`src/common/ball_link_params.svh`:
```
`ifndef BALL_LINK_PARAMS_SVH
`define BALL_LINK_PARAMS_SVH

// 7-bit address of the remote board
// shifted left with R/W = 0 this gives the 8'hAA address byte
`define BALL_LINK_SLAVE_ADDR 7'h55

// payload bytes after the address byte
`define BALL_LINK_DATA_BYTES 5

// clk cycles per quarter of an SCL period
// one SCL bit is four quarters
`define I2C_QUARTER_DIV 4

`endif

```
`src/common/ball_link_pkg.sv`:
```
package ball_link_pkg;

    // one byte as it travels on SDA
    typedef logic [7:0] i2c_byte_t;

    // ball fields handed over by the game logic
    typedef logic [9:0] ball_y_t;
    typedef logic [7:0] ball_vy_t;
    typedef logic [1:0] gravity_t;
    typedef logic [1:0] rand_ball_t;

    typedef struct packed {
        ball_y_t    ball_y;
        ball_vy_t   ball_vy;
        gravity_t   gravity;
        rand_ball_t rand_ball;
        logic       collision;
    } ball_state_t;

    // byte level commands from sequencer to master
    typedef enum logic [1:0] {
        OP_START_WRITE,
        OP_WRITE,
        OP_STOP
    } i2c_op_t;

    typedef struct packed {
        i2c_op_t   op;
        i2c_byte_t data;
    } i2c_cmd_t;

    typedef enum logic [2:0] {
        S_IDLE,
        S_ADDR,
        S_DATA,
        S_STOP,
        S_WAIT_STOP
    } seq_state_t;

    typedef enum logic [2:0] {
        M_IDLE,
        M_START,
        M_BIT,
        M_ACK,
        M_STOP
    } master_state_t;

endpackage

```
`src/i2c_master/i2c_master.sv`:
```
`timescale 1ns/1ps
`include "ball_link_params.svh"

module i2c_master (
    input  logic                    clk,
    input  logic                    reset,
    input  logic                    cmd_valid,
    input  ball_link_pkg::i2c_cmd_t cmd,
    input  logic                    sda_in,
    output logic                    cmd_ready,
    output logic                    byte_done,
    output logic                    ack_ok,
    output logic                    scl_oe,
    output logic                    sda_oe
);

    localparam int DIV_W = $clog2(`I2C_QUARTER_DIV + 1);
    localparam logic [DIV_W-1:0] DIV_LAST = DIV_W'(`I2C_QUARTER_DIV - 1);

    ball_link_pkg::master_state_t state;

    logic [DIV_W-1:0]         div_cnt;
    logic [1:0]               qtr;
    logic [2:0]               bit_cnt;
    ball_link_pkg::i2c_byte_t shift;
    logic                     tick;
    logic                     cmd_taken;
    logic                     bit_step;

    assign cmd_ready = (state == ball_link_pkg::M_IDLE);
    assign cmd_taken = cmd_valid && cmd_ready;
    assign tick      = (div_cnt == DIV_LAST);

    // end of a data bit, shift out the next one
    assign bit_step  = (state == ball_link_pkg::M_BIT) && tick && (qtr == 2'd3);

    // scl_oe/sda_oe keep their value in idle so SCL stays low between bytes
    always_ff @(posedge clk or posedge reset) begin
        if (reset) begin
            state     <= ball_link_pkg::M_IDLE;
            div_cnt   <= '0;
            qtr       <= '0;
            bit_cnt   <= '0;
            byte_done <= 1'b0;
            ack_ok    <= 1'b0;
            scl_oe    <= 1'b0;
            sda_oe    <= 1'b0;
        end else begin
            byte_done <= 1'b0;

            if (state == ball_link_pkg::M_IDLE) begin
                div_cnt <= '0;
                qtr     <= '0;
                bit_cnt <= '0;
                if (cmd_taken) begin
                    case (cmd.op)
                        ball_link_pkg::OP_START_WRITE: begin
                            // SDA falls with SCL high
                            state  <= ball_link_pkg::M_START;
                            scl_oe <= 1'b0;
                            sda_oe <= 1'b1;
                        end
                        ball_link_pkg::OP_WRITE: begin
                            state  <= ball_link_pkg::M_BIT;
                            scl_oe <= 1'b1;
                            sda_oe <= ~cmd.data[7];
                        end
                        default: begin
                            state  <= ball_link_pkg::M_STOP;
                            scl_oe <= 1'b1;
                            sda_oe <= 1'b1;
                        end
                    endcase
                end
            end else if (!tick) begin
                div_cnt <= div_cnt + 1'b1;
            end else begin
                div_cnt <= '0;
                qtr     <= qtr + 1'b1;

                case (state)
                    ball_link_pkg::M_START: begin
                        if (qtr == 2'd0) begin
                            scl_oe <= 1'b1;
                        end else begin
                            state  <= ball_link_pkg::M_BIT;
                            qtr    <= '0;
                            sda_oe <= ~shift[7];
                        end
                    end

                    ball_link_pkg::M_BIT: begin
                        case (qtr)
                            2'd0: scl_oe <= 1'b0;
                            2'd2: scl_oe <= 1'b1;
                            2'd3: begin
                                if (bit_cnt == 3'd7) begin
                                    // release SDA for the slave ack
                                    state  <= ball_link_pkg::M_ACK;
                                    sda_oe <= 1'b0;
                                end else begin
                                    bit_cnt <= bit_cnt + 1'b1;
                                    sda_oe  <= ~shift[6];
                                end
                            end
                            default: begin
                            end
                        endcase
                    end

                    ball_link_pkg::M_ACK: begin
                        case (qtr)
                            2'd0: scl_oe <= 1'b0;
                            2'd1: ack_ok <= ~sda_in;
                            2'd2: scl_oe <= 1'b1;
                            default: begin
                                state     <= ball_link_pkg::M_IDLE;
                                byte_done <= 1'b1;
                            end
                        endcase
                    end

                    ball_link_pkg::M_STOP: begin
                        case (qtr)
                            2'd0: scl_oe <= 1'b0;
                            // SDA rises with SCL high
                            2'd1: sda_oe <= 1'b0;
                            default: begin
                                state     <= ball_link_pkg::M_IDLE;
                                byte_done <= 1'b1;
                            end
                        endcase
                    end

                    default: begin
                        state <= ball_link_pkg::M_IDLE;
                    end
                endcase
            end
        end
    end

    always_ff @(posedge clk) begin
        if (cmd_taken) begin
            shift <= cmd.data;
        end else if (bit_step) begin
            shift <= {shift[6:0], 1'b0};
        end
    end

endmodule

```
`src/ball_frame_sequencer.sv`:
```
`timescale 1ns/1ps
`include "ball_link_params.svh"

module ball_frame_sequencer (
    input  logic                       clk,
    input  logic                       reset,
    input  logic                       send_valid,
    input  ball_link_pkg::ball_state_t ball,
    input  logic                       abort,
    input  logic                       cmd_ready,
    input  logic                       byte_done,
    input  logic                       ack_ok,
    output logic                       send_ready,
    output logic                       cmd_valid,
    output ball_link_pkg::i2c_cmd_t    cmd,
    output logic                       frame_done,
    output logic                       frame_aborted,
    output logic                       frame_nack
);

    localparam int IDX_W = $clog2(`BALL_LINK_DATA_BYTES);
    localparam logic [IDX_W-1:0] LAST_IDX = IDX_W'(`BALL_LINK_DATA_BYTES - 1);
    localparam ball_link_pkg::i2c_byte_t ADDR_BYTE = {`BALL_LINK_SLAVE_ADDR, 1'b0};

    ball_link_pkg::seq_state_t state, state_next;
    ball_link_pkg::i2c_cmd_t   cmd_next;
    ball_link_pkg::i2c_byte_t  payload [`BALL_LINK_DATA_BYTES];

    logic [IDX_W-1:0] byte_idx, byte_idx_next;
    logic             abort_seen, abort_seen_next;
    logic             nack_seen, nack_seen_next;
    logic             cmd_valid_next;
    logic             load_payload;
    logic             cmd_taken;
    logic             done_next, aborted_next, nack_pulse_next;

    assign send_ready = (state == ball_link_pkg::S_IDLE);
    assign cmd_taken  = cmd_valid && cmd_ready;

    always_comb begin
        state_next      = state;
        cmd_next        = cmd;
        cmd_valid_next  = cmd_valid;
        byte_idx_next   = byte_idx;
        abort_seen_next = abort_seen;
        nack_seen_next  = nack_seen;
        load_payload    = 1'b0;
        done_next       = 1'b0;
        aborted_next    = 1'b0;
        nack_pulse_next = 1'b0;

        // the master is idle whenever we issue, so this is the only drop point
        if (cmd_taken) begin
            cmd_valid_next = 1'b0;
        end

        case (state)
            ball_link_pkg::S_IDLE: begin
                if (send_valid) begin
                    load_payload    = 1'b1;
                    abort_seen_next = 1'b0;
                    nack_seen_next  = 1'b0;
                    byte_idx_next   = '0;
                    cmd_valid_next  = 1'b1;
                    cmd_next.op     = ball_link_pkg::OP_START_WRITE;
                    cmd_next.data   = ADDR_BYTE;
                    state_next      = ball_link_pkg::S_ADDR;
                end
            end

            ball_link_pkg::S_ADDR,
            ball_link_pkg::S_DATA: begin
                abort_seen_next = abort_seen | abort;
                if (byte_done) begin
                    if (!ack_ok) begin
                        nack_seen_next = 1'b1;
                        state_next     = ball_link_pkg::S_STOP;
                    end else if (abort_seen_next ||
                                 (state == ball_link_pkg::S_DATA && byte_idx == LAST_IDX)) begin
                        state_next = ball_link_pkg::S_STOP;
                    end else begin
                        // first payload byte follows the address byte
                        if (state == ball_link_pkg::S_ADDR) begin
                            byte_idx_next = '0;
                        end else begin
                            byte_idx_next = byte_idx + 1'b1;
                        end
                        cmd_valid_next = 1'b1;
                        cmd_next.op    = ball_link_pkg::OP_WRITE;
                        cmd_next.data  = payload[byte_idx_next];
                        state_next     = ball_link_pkg::S_DATA;
                    end

                    if (state_next == ball_link_pkg::S_STOP) begin
                        cmd_valid_next = 1'b1;
                        cmd_next.op    = ball_link_pkg::OP_STOP;
                        cmd_next.data  = '0;
                    end
                end
            end

            ball_link_pkg::S_STOP: begin
                if (cmd_taken) begin
                    state_next = ball_link_pkg::S_WAIT_STOP;
                end
            end

            ball_link_pkg::S_WAIT_STOP: begin
                if (byte_done) begin
                    state_next = ball_link_pkg::S_IDLE;
                    // nack wins if both happened on the same byte
                    if (nack_seen) begin
                        nack_pulse_next = 1'b1;
                    end else if (abort_seen) begin
                        aborted_next = 1'b1;
                    end else begin
                        done_next = 1'b1;
                    end
                end
            end

            default: begin
                state_next = ball_link_pkg::S_IDLE;
            end
        endcase
    end

    always_ff @(posedge clk or posedge reset) begin
        if (reset) begin
            state         <= ball_link_pkg::S_IDLE;
            cmd_valid     <= 1'b0;
            byte_idx      <= '0;
            abort_seen    <= 1'b0;
            nack_seen     <= 1'b0;
            frame_done    <= 1'b0;
            frame_aborted <= 1'b0;
            frame_nack    <= 1'b0;
        end else begin
            state         <= state_next;
            cmd_valid     <= cmd_valid_next;
            byte_idx      <= byte_idx_next;
            abort_seen    <= abort_seen_next;
            nack_seen     <= nack_seen_next;
            frame_done    <= done_next;
            frame_aborted <= aborted_next;
            frame_nack    <= nack_pulse_next;
        end
    end

    always_ff @(posedge clk) begin
        cmd <= cmd_next;
    end

    // frame payload in bus order
    always_ff @(posedge clk) begin
        if (load_payload) begin
            payload[0] <= {ball.ball_y[9:8], 6'b0};
            payload[1] <= ball.ball_y[7:0];
            payload[2] <= ball.ball_vy;
            payload[3] <= {6'b0, ball.gravity};
            payload[4] <= {5'b0, ball.rand_ball, ball.collision};
        end
    end

endmodule

```
`src/ball_link_top.sv`:
```
`timescale 1ns/1ps

module ball_link_top (
    input  logic                       clk,
    input  logic                       reset,
    input  logic                       send_valid,
    input  ball_link_pkg::ball_state_t ball,
    input  logic                       abort,
    input  logic                       sda_in,
    output logic                       send_ready,
    output logic                       frame_done,
    output logic                       frame_aborted,
    output logic                       frame_nack,
    output logic                       scl_oe,
    output logic                       sda_oe
);

    // sequencer to master command path
    logic                    cmd_valid;
    logic                    cmd_ready;
    ball_link_pkg::i2c_cmd_t cmd;
    logic                    byte_done;
    logic                    ack_ok;

    ball_frame_sequencer u_seq (
        .clk          (clk),
        .reset        (reset),
        .send_valid   (send_valid),
        .ball         (ball),
        .abort        (abort),
        .cmd_ready    (cmd_ready),
        .byte_done    (byte_done),
        .ack_ok       (ack_ok),
        .send_ready   (send_ready),
        .cmd_valid    (cmd_valid),
        .cmd          (cmd),
        .frame_done   (frame_done),
        .frame_aborted(frame_aborted),
        .frame_nack   (frame_nack)
    );

    i2c_master u_master (
        .clk      (clk),
        .reset    (reset),
        .cmd_valid(cmd_valid),
        .cmd      (cmd),
        .sda_in   (sda_in),
        .cmd_ready(cmd_ready),
        .byte_done(byte_done),
        .ack_ok   (ack_ok),
        .scl_oe   (scl_oe),
        .sda_oe   (sda_oe)
    );

endmodule

```
`config.mk`:
```
export PLATFORM = sky130hd
export DESIGN_NAME = ball_link_top
export DESIGN_NICKNAME = d
export VERILOG_FILES = /design/src/common/ball_link_pkg.sv /design/src/i2c_master/i2c_master.sv /design/src/ball_frame_sequencer.sv /design/src/ball_link_top.sv
export VERILOG_INCLUDE_DIRS = /design/src /design/src/common
export SDC_FILE = /design/constraint.sdc
export NUM_CORES = 1
export LEC_CHECK = 0
export BUFFER_PORTS_ARGS = -buffer_cell sky130_fd_sc_hd__buf_2
export CORE_MARGIN = 10
export CORE_UTILIZATION = 40
export DETAILED_ROUTE_END_ITERATION = 6
export GPL_TIMING_DRIVEN = 0
export SLEW_MARGIN = 15
export SYNTH_ARGS = -nofsm -noshare
export SYNTH_HDL_FRONTEND = slang
export SYNTH_SLANG_ARGS = --single-unit
```
`constraint.sdc`:
```
create_clock -name clk -period 6.05 [get_ports clk]
set_clock_uncertainty 0.15 [all_clocks]
set_input_delay 0.3025 -clock clk [delete_from_list [all_inputs] [get_ports clk]]
set_output_delay 0.3025 -clock clk [all_outputs]
set_load 0.03 [all_outputs]
```
==> summary.txt, run 1 <==
Status -> completed
Endpoint of the worst register-to-register path -> u_master.shift[5]
Slew @ Worst Pin -> 1.112 ns
Syn Inst Count -> 270
Netlist cell types -> 55
Top post-synthesis cells by count -> 41 x edfxtp_1, 27 x dfrtp_1, 18 x nand2_1
Clock root buffer -> clkbuf_8
Row cnt -> 32
Max-slew violations -> 0
Largest net degree at the start of global routing -> 28
# diodes -> 0
CP Buf/Inv Count -> 0
CTS tree -> built
Post-detail-place hpwl -> 4.413 mm
Vias after detailed routing -> 2257
Tightest Hold Check Type -> input port to flip-flop
Die Width -> 110.6 um
Seq/Total Area, Yosys -> 0.5810
Number of buffers created by CTS -> 9
Top Ports -> 34
Dominant cell type by area after synthesis -> edfxtp_1
Share of cells above drive strength 1 -> 0.2245
Top_reg_cell synth -> edfxtp_1
P&R area growth vs syn -> 21.62%
Crit Path Class -> flip-flop to flip-flop
Max Cap Viol -> 0
Core area -> 7848 um2
H-tree lvl count -> 3
CP Launch Point -> u_master.div_cnt[0]
Total track usage -> 0.1102
Max Buffers Root-to-Sink -> 2
Worst skew pair latency -> 0.34 ns
Initial antenna violation count -> 0
Mapped Area -> 3282 um2
Synth top area cells -> edfxtp_1 38%, dfrtp_1 21%, ha_1 3.8%, mux2i_1 3.4%, mux2_2 2.7%
EDFF count, synth -> 41
Top cell type's share of synthesized area -> 0.3751
Max stage delay on crit path -> 0.80 ns
Final Hold Viols -> 0
RSZ-0062 raised after global routing -> no
CP Cell Sequence -> ha_1 > nor2b_1 > a31oi_1 > nor3_1
Crit path DAT -> 2.30 ns
Critical path depth in cells -> 4
Clk slew on worst S/H paths -> 0.07 ns
Grt total ovfl -> 0
Number of global-route vias before repair -> 2323
Fin crit period -> 2.484 ns
Crit path capture type -> flip-flop
WL per Instance -> 14.54 um
CP Launch Type -> flip-flop
Critical Path Fanout Max -> 8
Slowest cell on the critical path -> nor3_1
Seq cells post-synth -> 68
F_max -> 402.5 MHz
Crit path max-delay family -> simple AND/OR/NAND/NOR gates
Synth Net Count -> 308
Die area -> 12230 um2
Worst Reg2Reg Path Length in Cells -> 4
Pre-antenna DRT Iters -> 4
Die span in y -> 110.6 um
Pwr Density -> 368.6 nW/um2
Final wirelength -> 6.471 mm
TritonCTS Sinks -> 68
Yosys warnings -> 0
Post-cts sizing count -> 0
WP data required -> 5.86 ns
Worst setup path endpoint -> u_master.shift[5]
Antenna-violating nets left -> 0
Worst R2R Setup Slack -> 3.57 ns
Starting density of the core -> 0.4182
Final worst path period share -> 0.4106
Via density -> 5.072
Initial detailed-routing violation count -> 82
Ys async rst share -> 0.3971
Top-count cell post-synth -> edfxtp_1
Final nets -> 376
Worst R2R Start -> u_master.div_cnt[0]
Port buffer count -> 33
Leakage -> 0.001539 uW
Post-route setup TNS -> 0 ns
Syn_area_per_cell -> 12.16 um2
Overall power -> 1471 uW
First-pass GRT wire length -> 11.34 mm
Count of final setup violators -> 0
DRC viols -> 0
Gpl congestion -> 0.8589
Peak supply drop -> 0.1731 mV
Slew headroom -> 0.2588
-- state kept, by name (all words and copies together), names as in the netlist, 2 cells and up --
name	count
u_seq.cmd	10
u_seq.byte_idx	3
u_master.div_cnt	3
u_master.qtr	2
u_master.state	3
u_master.bit_cnt	3
u_seq.state	3
u_seq.payload	23
u_master.shift	8
-- final cells by class --
cell class,instances,area [um2]
well taps,102,127.6
plain buffers,11,68.82
flip-flops and latches,68,1907
inverters,17,63.81
clock inverters,7,52.55
fillers,724,3856
repair buffers,57,405.4
multi-input cells,174,1242
clock buffers,9,123.9
-- worst min path at each step --
stage                                endpoint           startpoint  cells after the start  slack, ns
after floorplan               u_master.ack_ok                reset                      1       0.21
after global placement    u_master.div_cnt[0]  u_master.div_cnt[0]                      1       0.28
after detailed placement  u_master.div_cnt[0]  u_master.div_cnt[0]                      1       0.30
after CTS                    u_seq.abort_seen                abort                      3       0.08
after global routing          u_master.ack_ok               sda_in                      3       0.10
final                        u_seq.abort_seen                abort                      3        0.1
-- routing by layer --
metal | track usage | wire, um | vias up
met4 | 0.04922 | 103 | 0
met2 | 0.1851 | 3250 | 37
met3 | 0.03025 | 223 | 11
li1 | - | - | 1134
met5 | 0 | 0 | -
met1 | 0.1277 | 2893 | 1075
-- metrics by stage --
step / util / area (um2) / hold WS, ns / cells / setup WS, ns
final: 0.5086 / 3991 / 0.09676 / 445 / 3.566
after global routing: 0.5086 / 3991 / 0.1043 / 445 / 3.331
after global placement: 0.4555 / 3575 / 0.2818 / 405 / 3.531
after floorplan: - / 3282 / 0.2052 / 270 / 3.498
after detailed placement: 0.4555 / 3575 / 0.2967 / 405 / 3.505
after CTS: 0.5073 / 3981 / 0.07747 / 444 / 3.525
-- kinds of logic (layout without fill, tap and decap cells) --
group / Yosys count / after routing / synth area share
buffers and inverters: 28 / 101 / 0.04041
AO/OA/AOI/OAI: 58 / 58 / 0.1247
XOR/XNOR: 3 / 3 / 0.008008
AND/OR/NAND/NOR: 84 / 84 / 0.1468
adder cells (fa/ha/maj): 10 / 10 / 0.03812
multiplexers: 19 / 19 / 0.06100
flip-flops: 68 / 68 / 0.5810
-- cell usage in the layout, fill, tap and decap left out, types with 10 or more instances in the layout --
master / Yosys / layout
a21oi_1: 12 / 12
buf_2: 4 / 37
dfrtp_1: 27 / 27
dlygate4sd3_1: 0 / 24
edfxtp_1: 41 / 41
ha_1: 10 / 10
inv_1: 17 / 16
mux2i_1: 11 / 11
nand2_1: 18 / 18
nor2_1: 16 / 16
o21ai_0: 11 / 11
-- worst register-to-register path, cell delays in order, from the launching register on --
cell and delay (ns):
dfrtp_1 0.36, ha_1 0.21, nor2b_1 0.44, a31oi_1 0.15, nor3_1 0.80
-- power by group --
group | total [uW] | internal [uW] | switching [uW]
registers | 598 | 564 | 34.4
logic | 545 | 224 | 321
clock network | 328 | 149 | 179
total | 1470 | 937 | 534
-- what timing repair did --
| action | CTS | global route |
|---|---|---|
| endpoints found under the hold margin | 23 | 27 |
| buffers inserted | 0 | 0 |
| hold buffers | 23 | 1 |
No activity file was read; power rests on OpenSTA's default activity.
==> inputs of run 2 (changes only) <==
Settings changed: ABC_AREA set to 1.
Clock period 6.05 ns to 2 ns, I/O delays scaled along.
==> run 2 against run 1 <==
Global-route usage is 0.46 points higher. Synthesized cell count is 25% higher. Sequential cell count unchanged.
==> summary.txt, run 2 <==
Status -> completed
Top post-synthesis cells by count -> 103 x nand2_1, 41 x edfxtp_1, 39 x inv_1
Met1 Usage GRT -> 0.1310
P&R area growth vs syn -> 24.25%
Initial antenna violation count -> 0
Critical Path Fanout Max -> 13
Netlist cell types -> 29
Top-count cell post-synth -> nand2_1
Row cnt -> 32
Int Pwr -> 2746 uW
Max-slew violations -> 0
Top Ports -> 34
Clock Power Share -> 0.314
Ys async rst share -> 0.3971
Max Cap Viol -> 0
Slew @ Worst Pin -> 0.9875 ns
Largest net degree at the start of global routing -> 28
Yosys warnings -> 0
TritonCTS Sinks -> 68
Synth Net Count -> 376
GRT busiest layer -> met2
RSZ-0062 raised after global routing -> no
Syn_area_per_cell -> 9.632 um2
CTS tree -> built
Sw Share -> 0.3124
Clk slew on worst S/H paths -> 0.08 ns
WP data required -> 1.83 ns
Largest register FFs -> 23
Share of cells above drive strength 1 -> 0.2024
Mapped Area -> 3256 um2
Final Hold Viols -> 0
Final instance count without filler cells -> 517
Pre-antenna DRT Iters -> 4
Logic pwr share -> 0.235
Crit path DAT -> 1.68 ns
F_max -> 542.8 MHz
Vias after detailed routing -> 2361
DRC viols -> 0
Final worst path period share -> 0.9211
Dpl cells -> 473
Die Width -> 110.2 um
Number of buffers created by CTS -> 9
Total track usage -> 0.1148
Final cell utilization of the core -> 0.5181
Seq/Total Area, Yosys -> 0.5857
Reg with most FFs -> u_seq.payload
Grt met3 use -> 0.03772
Grt total ovfl -> 0
Count of final setup violators -> 0
Pwr Density -> 987.4 nW/um2
Net switching power -> 1248 uW
Top cell type's share of synthesized area -> 0.3782
Met2 Usage GRT -> 0.1948
Number of global-route vias before repair -> 2385
# diodes -> 0
First-pass GRT wire length -> 10.92 mm
Sequential share of power -> 0.451
EDFF count, synth -> 41
Initial detailed-routing violation count -> 90
Gpl congestion -> 0.8798
Slew headroom -> 0.3376
Final nets -> 448
Most frequent cells in the layout -> 103 x nand2_1, 41 x edfxtp_1, 38 x inv_1
H-tree lvl count -> 3
CP Launch Type -> flip-flop
Via density -> 4.567
Fin crit period -> 1.842 ns
Max Buffers Root-to-Sink -> 2
CP Cell Sequence -> nor2_2 > nand2_2 > nor2_2
Slowest cell on the critical path -> nor2_2
Tightest Hold Check Type -> input port to flip-flop
Crit path capture type -> flip-flop
Die span in y -> 110.2 um
Commonest non-fill, non-tap cell in the layout -> nand2_1
WL per Instance -> 12.38 um
Antenna-violating nets left -> 0
Overall power -> 3994 uW
Most used cell, CP -> nor2_2
Core area -> 7807 um2
Die area -> 12150 um2
CP Buf/Inv Count -> 0
Crit path max-delay family -> simple AND/OR/NAND/NOR gates
Top_reg_cell synth -> edfxtp_1
Post-detail-place hpwl -> 4.390 mm
Crit Path Class -> flip-flop to flip-flop
Clock root buffer -> clkbuf_8
Max stage delay on crit path -> 0.58 ns
Peak supply drop -> 0.5614 mV
Post-cts sizing count -> 0
Seq cells post-synth -> 68
Largest regs -> u_seq.payload x23, u_seq.cmd x10, u_master.shift x8
Dominant cell type by area after synthesis -> edfxtp_1
Syn Inst Count -> 338
Leakage -> 0.001866 uW
Synth top area cells -> edfxtp_1 38%, dfrtp_1 21%, nand2_1 12%, inv_1 4.5%, ha_1 3.8%
Port buffer count -> 33
Starting density of the core -> 0.4170
Final wirelength -> 6.401 mm
Worst skew pair latency -> 0.35 ns
## run 2: per-stage QoR
step / setup TNS, ns / worst slack, ns / hold WS (ns) / area [um2]
after floorplan: 0 / 0.07315 / 0.002715 / 3256
after global placement: -2.805 / -0.2715 / 0.1264 / 3548
after detailed placement: -3.386 / -0.3084 / 0.1281 / 3548
after CTS: 0 / 0.1291 / 0.09820 / 4045
after global routing: 0 / 0.03309 / 0.1474 / 4045
final: 0 / 0.1578 / 0.09905 / 4045
## run 2: kinds of logic (layout without fill, tap and decap cells)
| family | after synthesis | count (layout) | share of synthesized area |
|---|---|---|---|
| xor+xnor | 1 | 1 | 0.002691 |
| fa+ha+maj | 10 | 10 | 0.03843 |
| buf+inv | 44 | 120 | 0.05419 |
| mux | 7 | 7 | 0.02421 |
| flops | 68 | 68 | 0.5857 |
| simple gates | 182 | 183 | 0.2502 |
| compound gates | 26 | 26 | 0.04458 |
## run 2: area by class of cell
cell class / instances / area, um2
buffer: 2 / 16.27
clock buffer: 9 / 123.9
clock inverter: 7 / 98.84
tap: 102 / 127.6
fill: 699 / 3762
inverter: 42 / 160.2
sequential: 68 / 1907
multi-input combinational: 227 / 1179
timing repair buffer: 60 / 432.9
## run 2: path summary, 6_finish.rpt
path                                     startpoint                   to  slack [ns]  cells past startpoint
worst min-delay path                     send_valid      u_seq.cmd_valid         0.1                      5
worst max-delay path                 u_seq.state[2]  u_seq.payload[4][2]        0.16                      3
max in group asynchronous                     reset  u_master.div_cnt[0]        0.99                      3
min in group asynchronous                     reset  u_master.div_cnt[1]        0.25                      3
worst max register to register       u_seq.state[2]  u_seq.payload[4][2]        0.16                      3
worst min register to register  u_master.div_cnt[0]  u_master.div_cnt[0]        0.29                      1
## run 2: what timing repair did
action	in CTS	in global routing
buffers inserted	1	0
hold buffers	26	0
endpoints found under the hold margin	52	0
endpoints found under the setup margin	14	0
## run 2: power groups by stage
stage / Sequential [uW] / Clock [uW] / Combinational, uW
after floorplan: 1810 / 0 / 669
after global placement: 1830 / 0 / 872
after detailed placement: 1830 / 0 / 877
after CTS: 1800 / 1280 / 948
after global routing: 1820 / 1350 / 1060
final: 1800 / 1250 / 939
## run 2: metal layers
layer,share of wire,wire length [um]
met1,0.45,2858
met3,0.047,300
met4,0.017,112
met2,0.49,3130
met5,0,0
## run 2: worst min-delay path: stages
cell and delay [ns]:
buf_2 0.07, inv_1 0.09, nor2_4 0.13, inv_1 0.07, o211ai_1 0.09
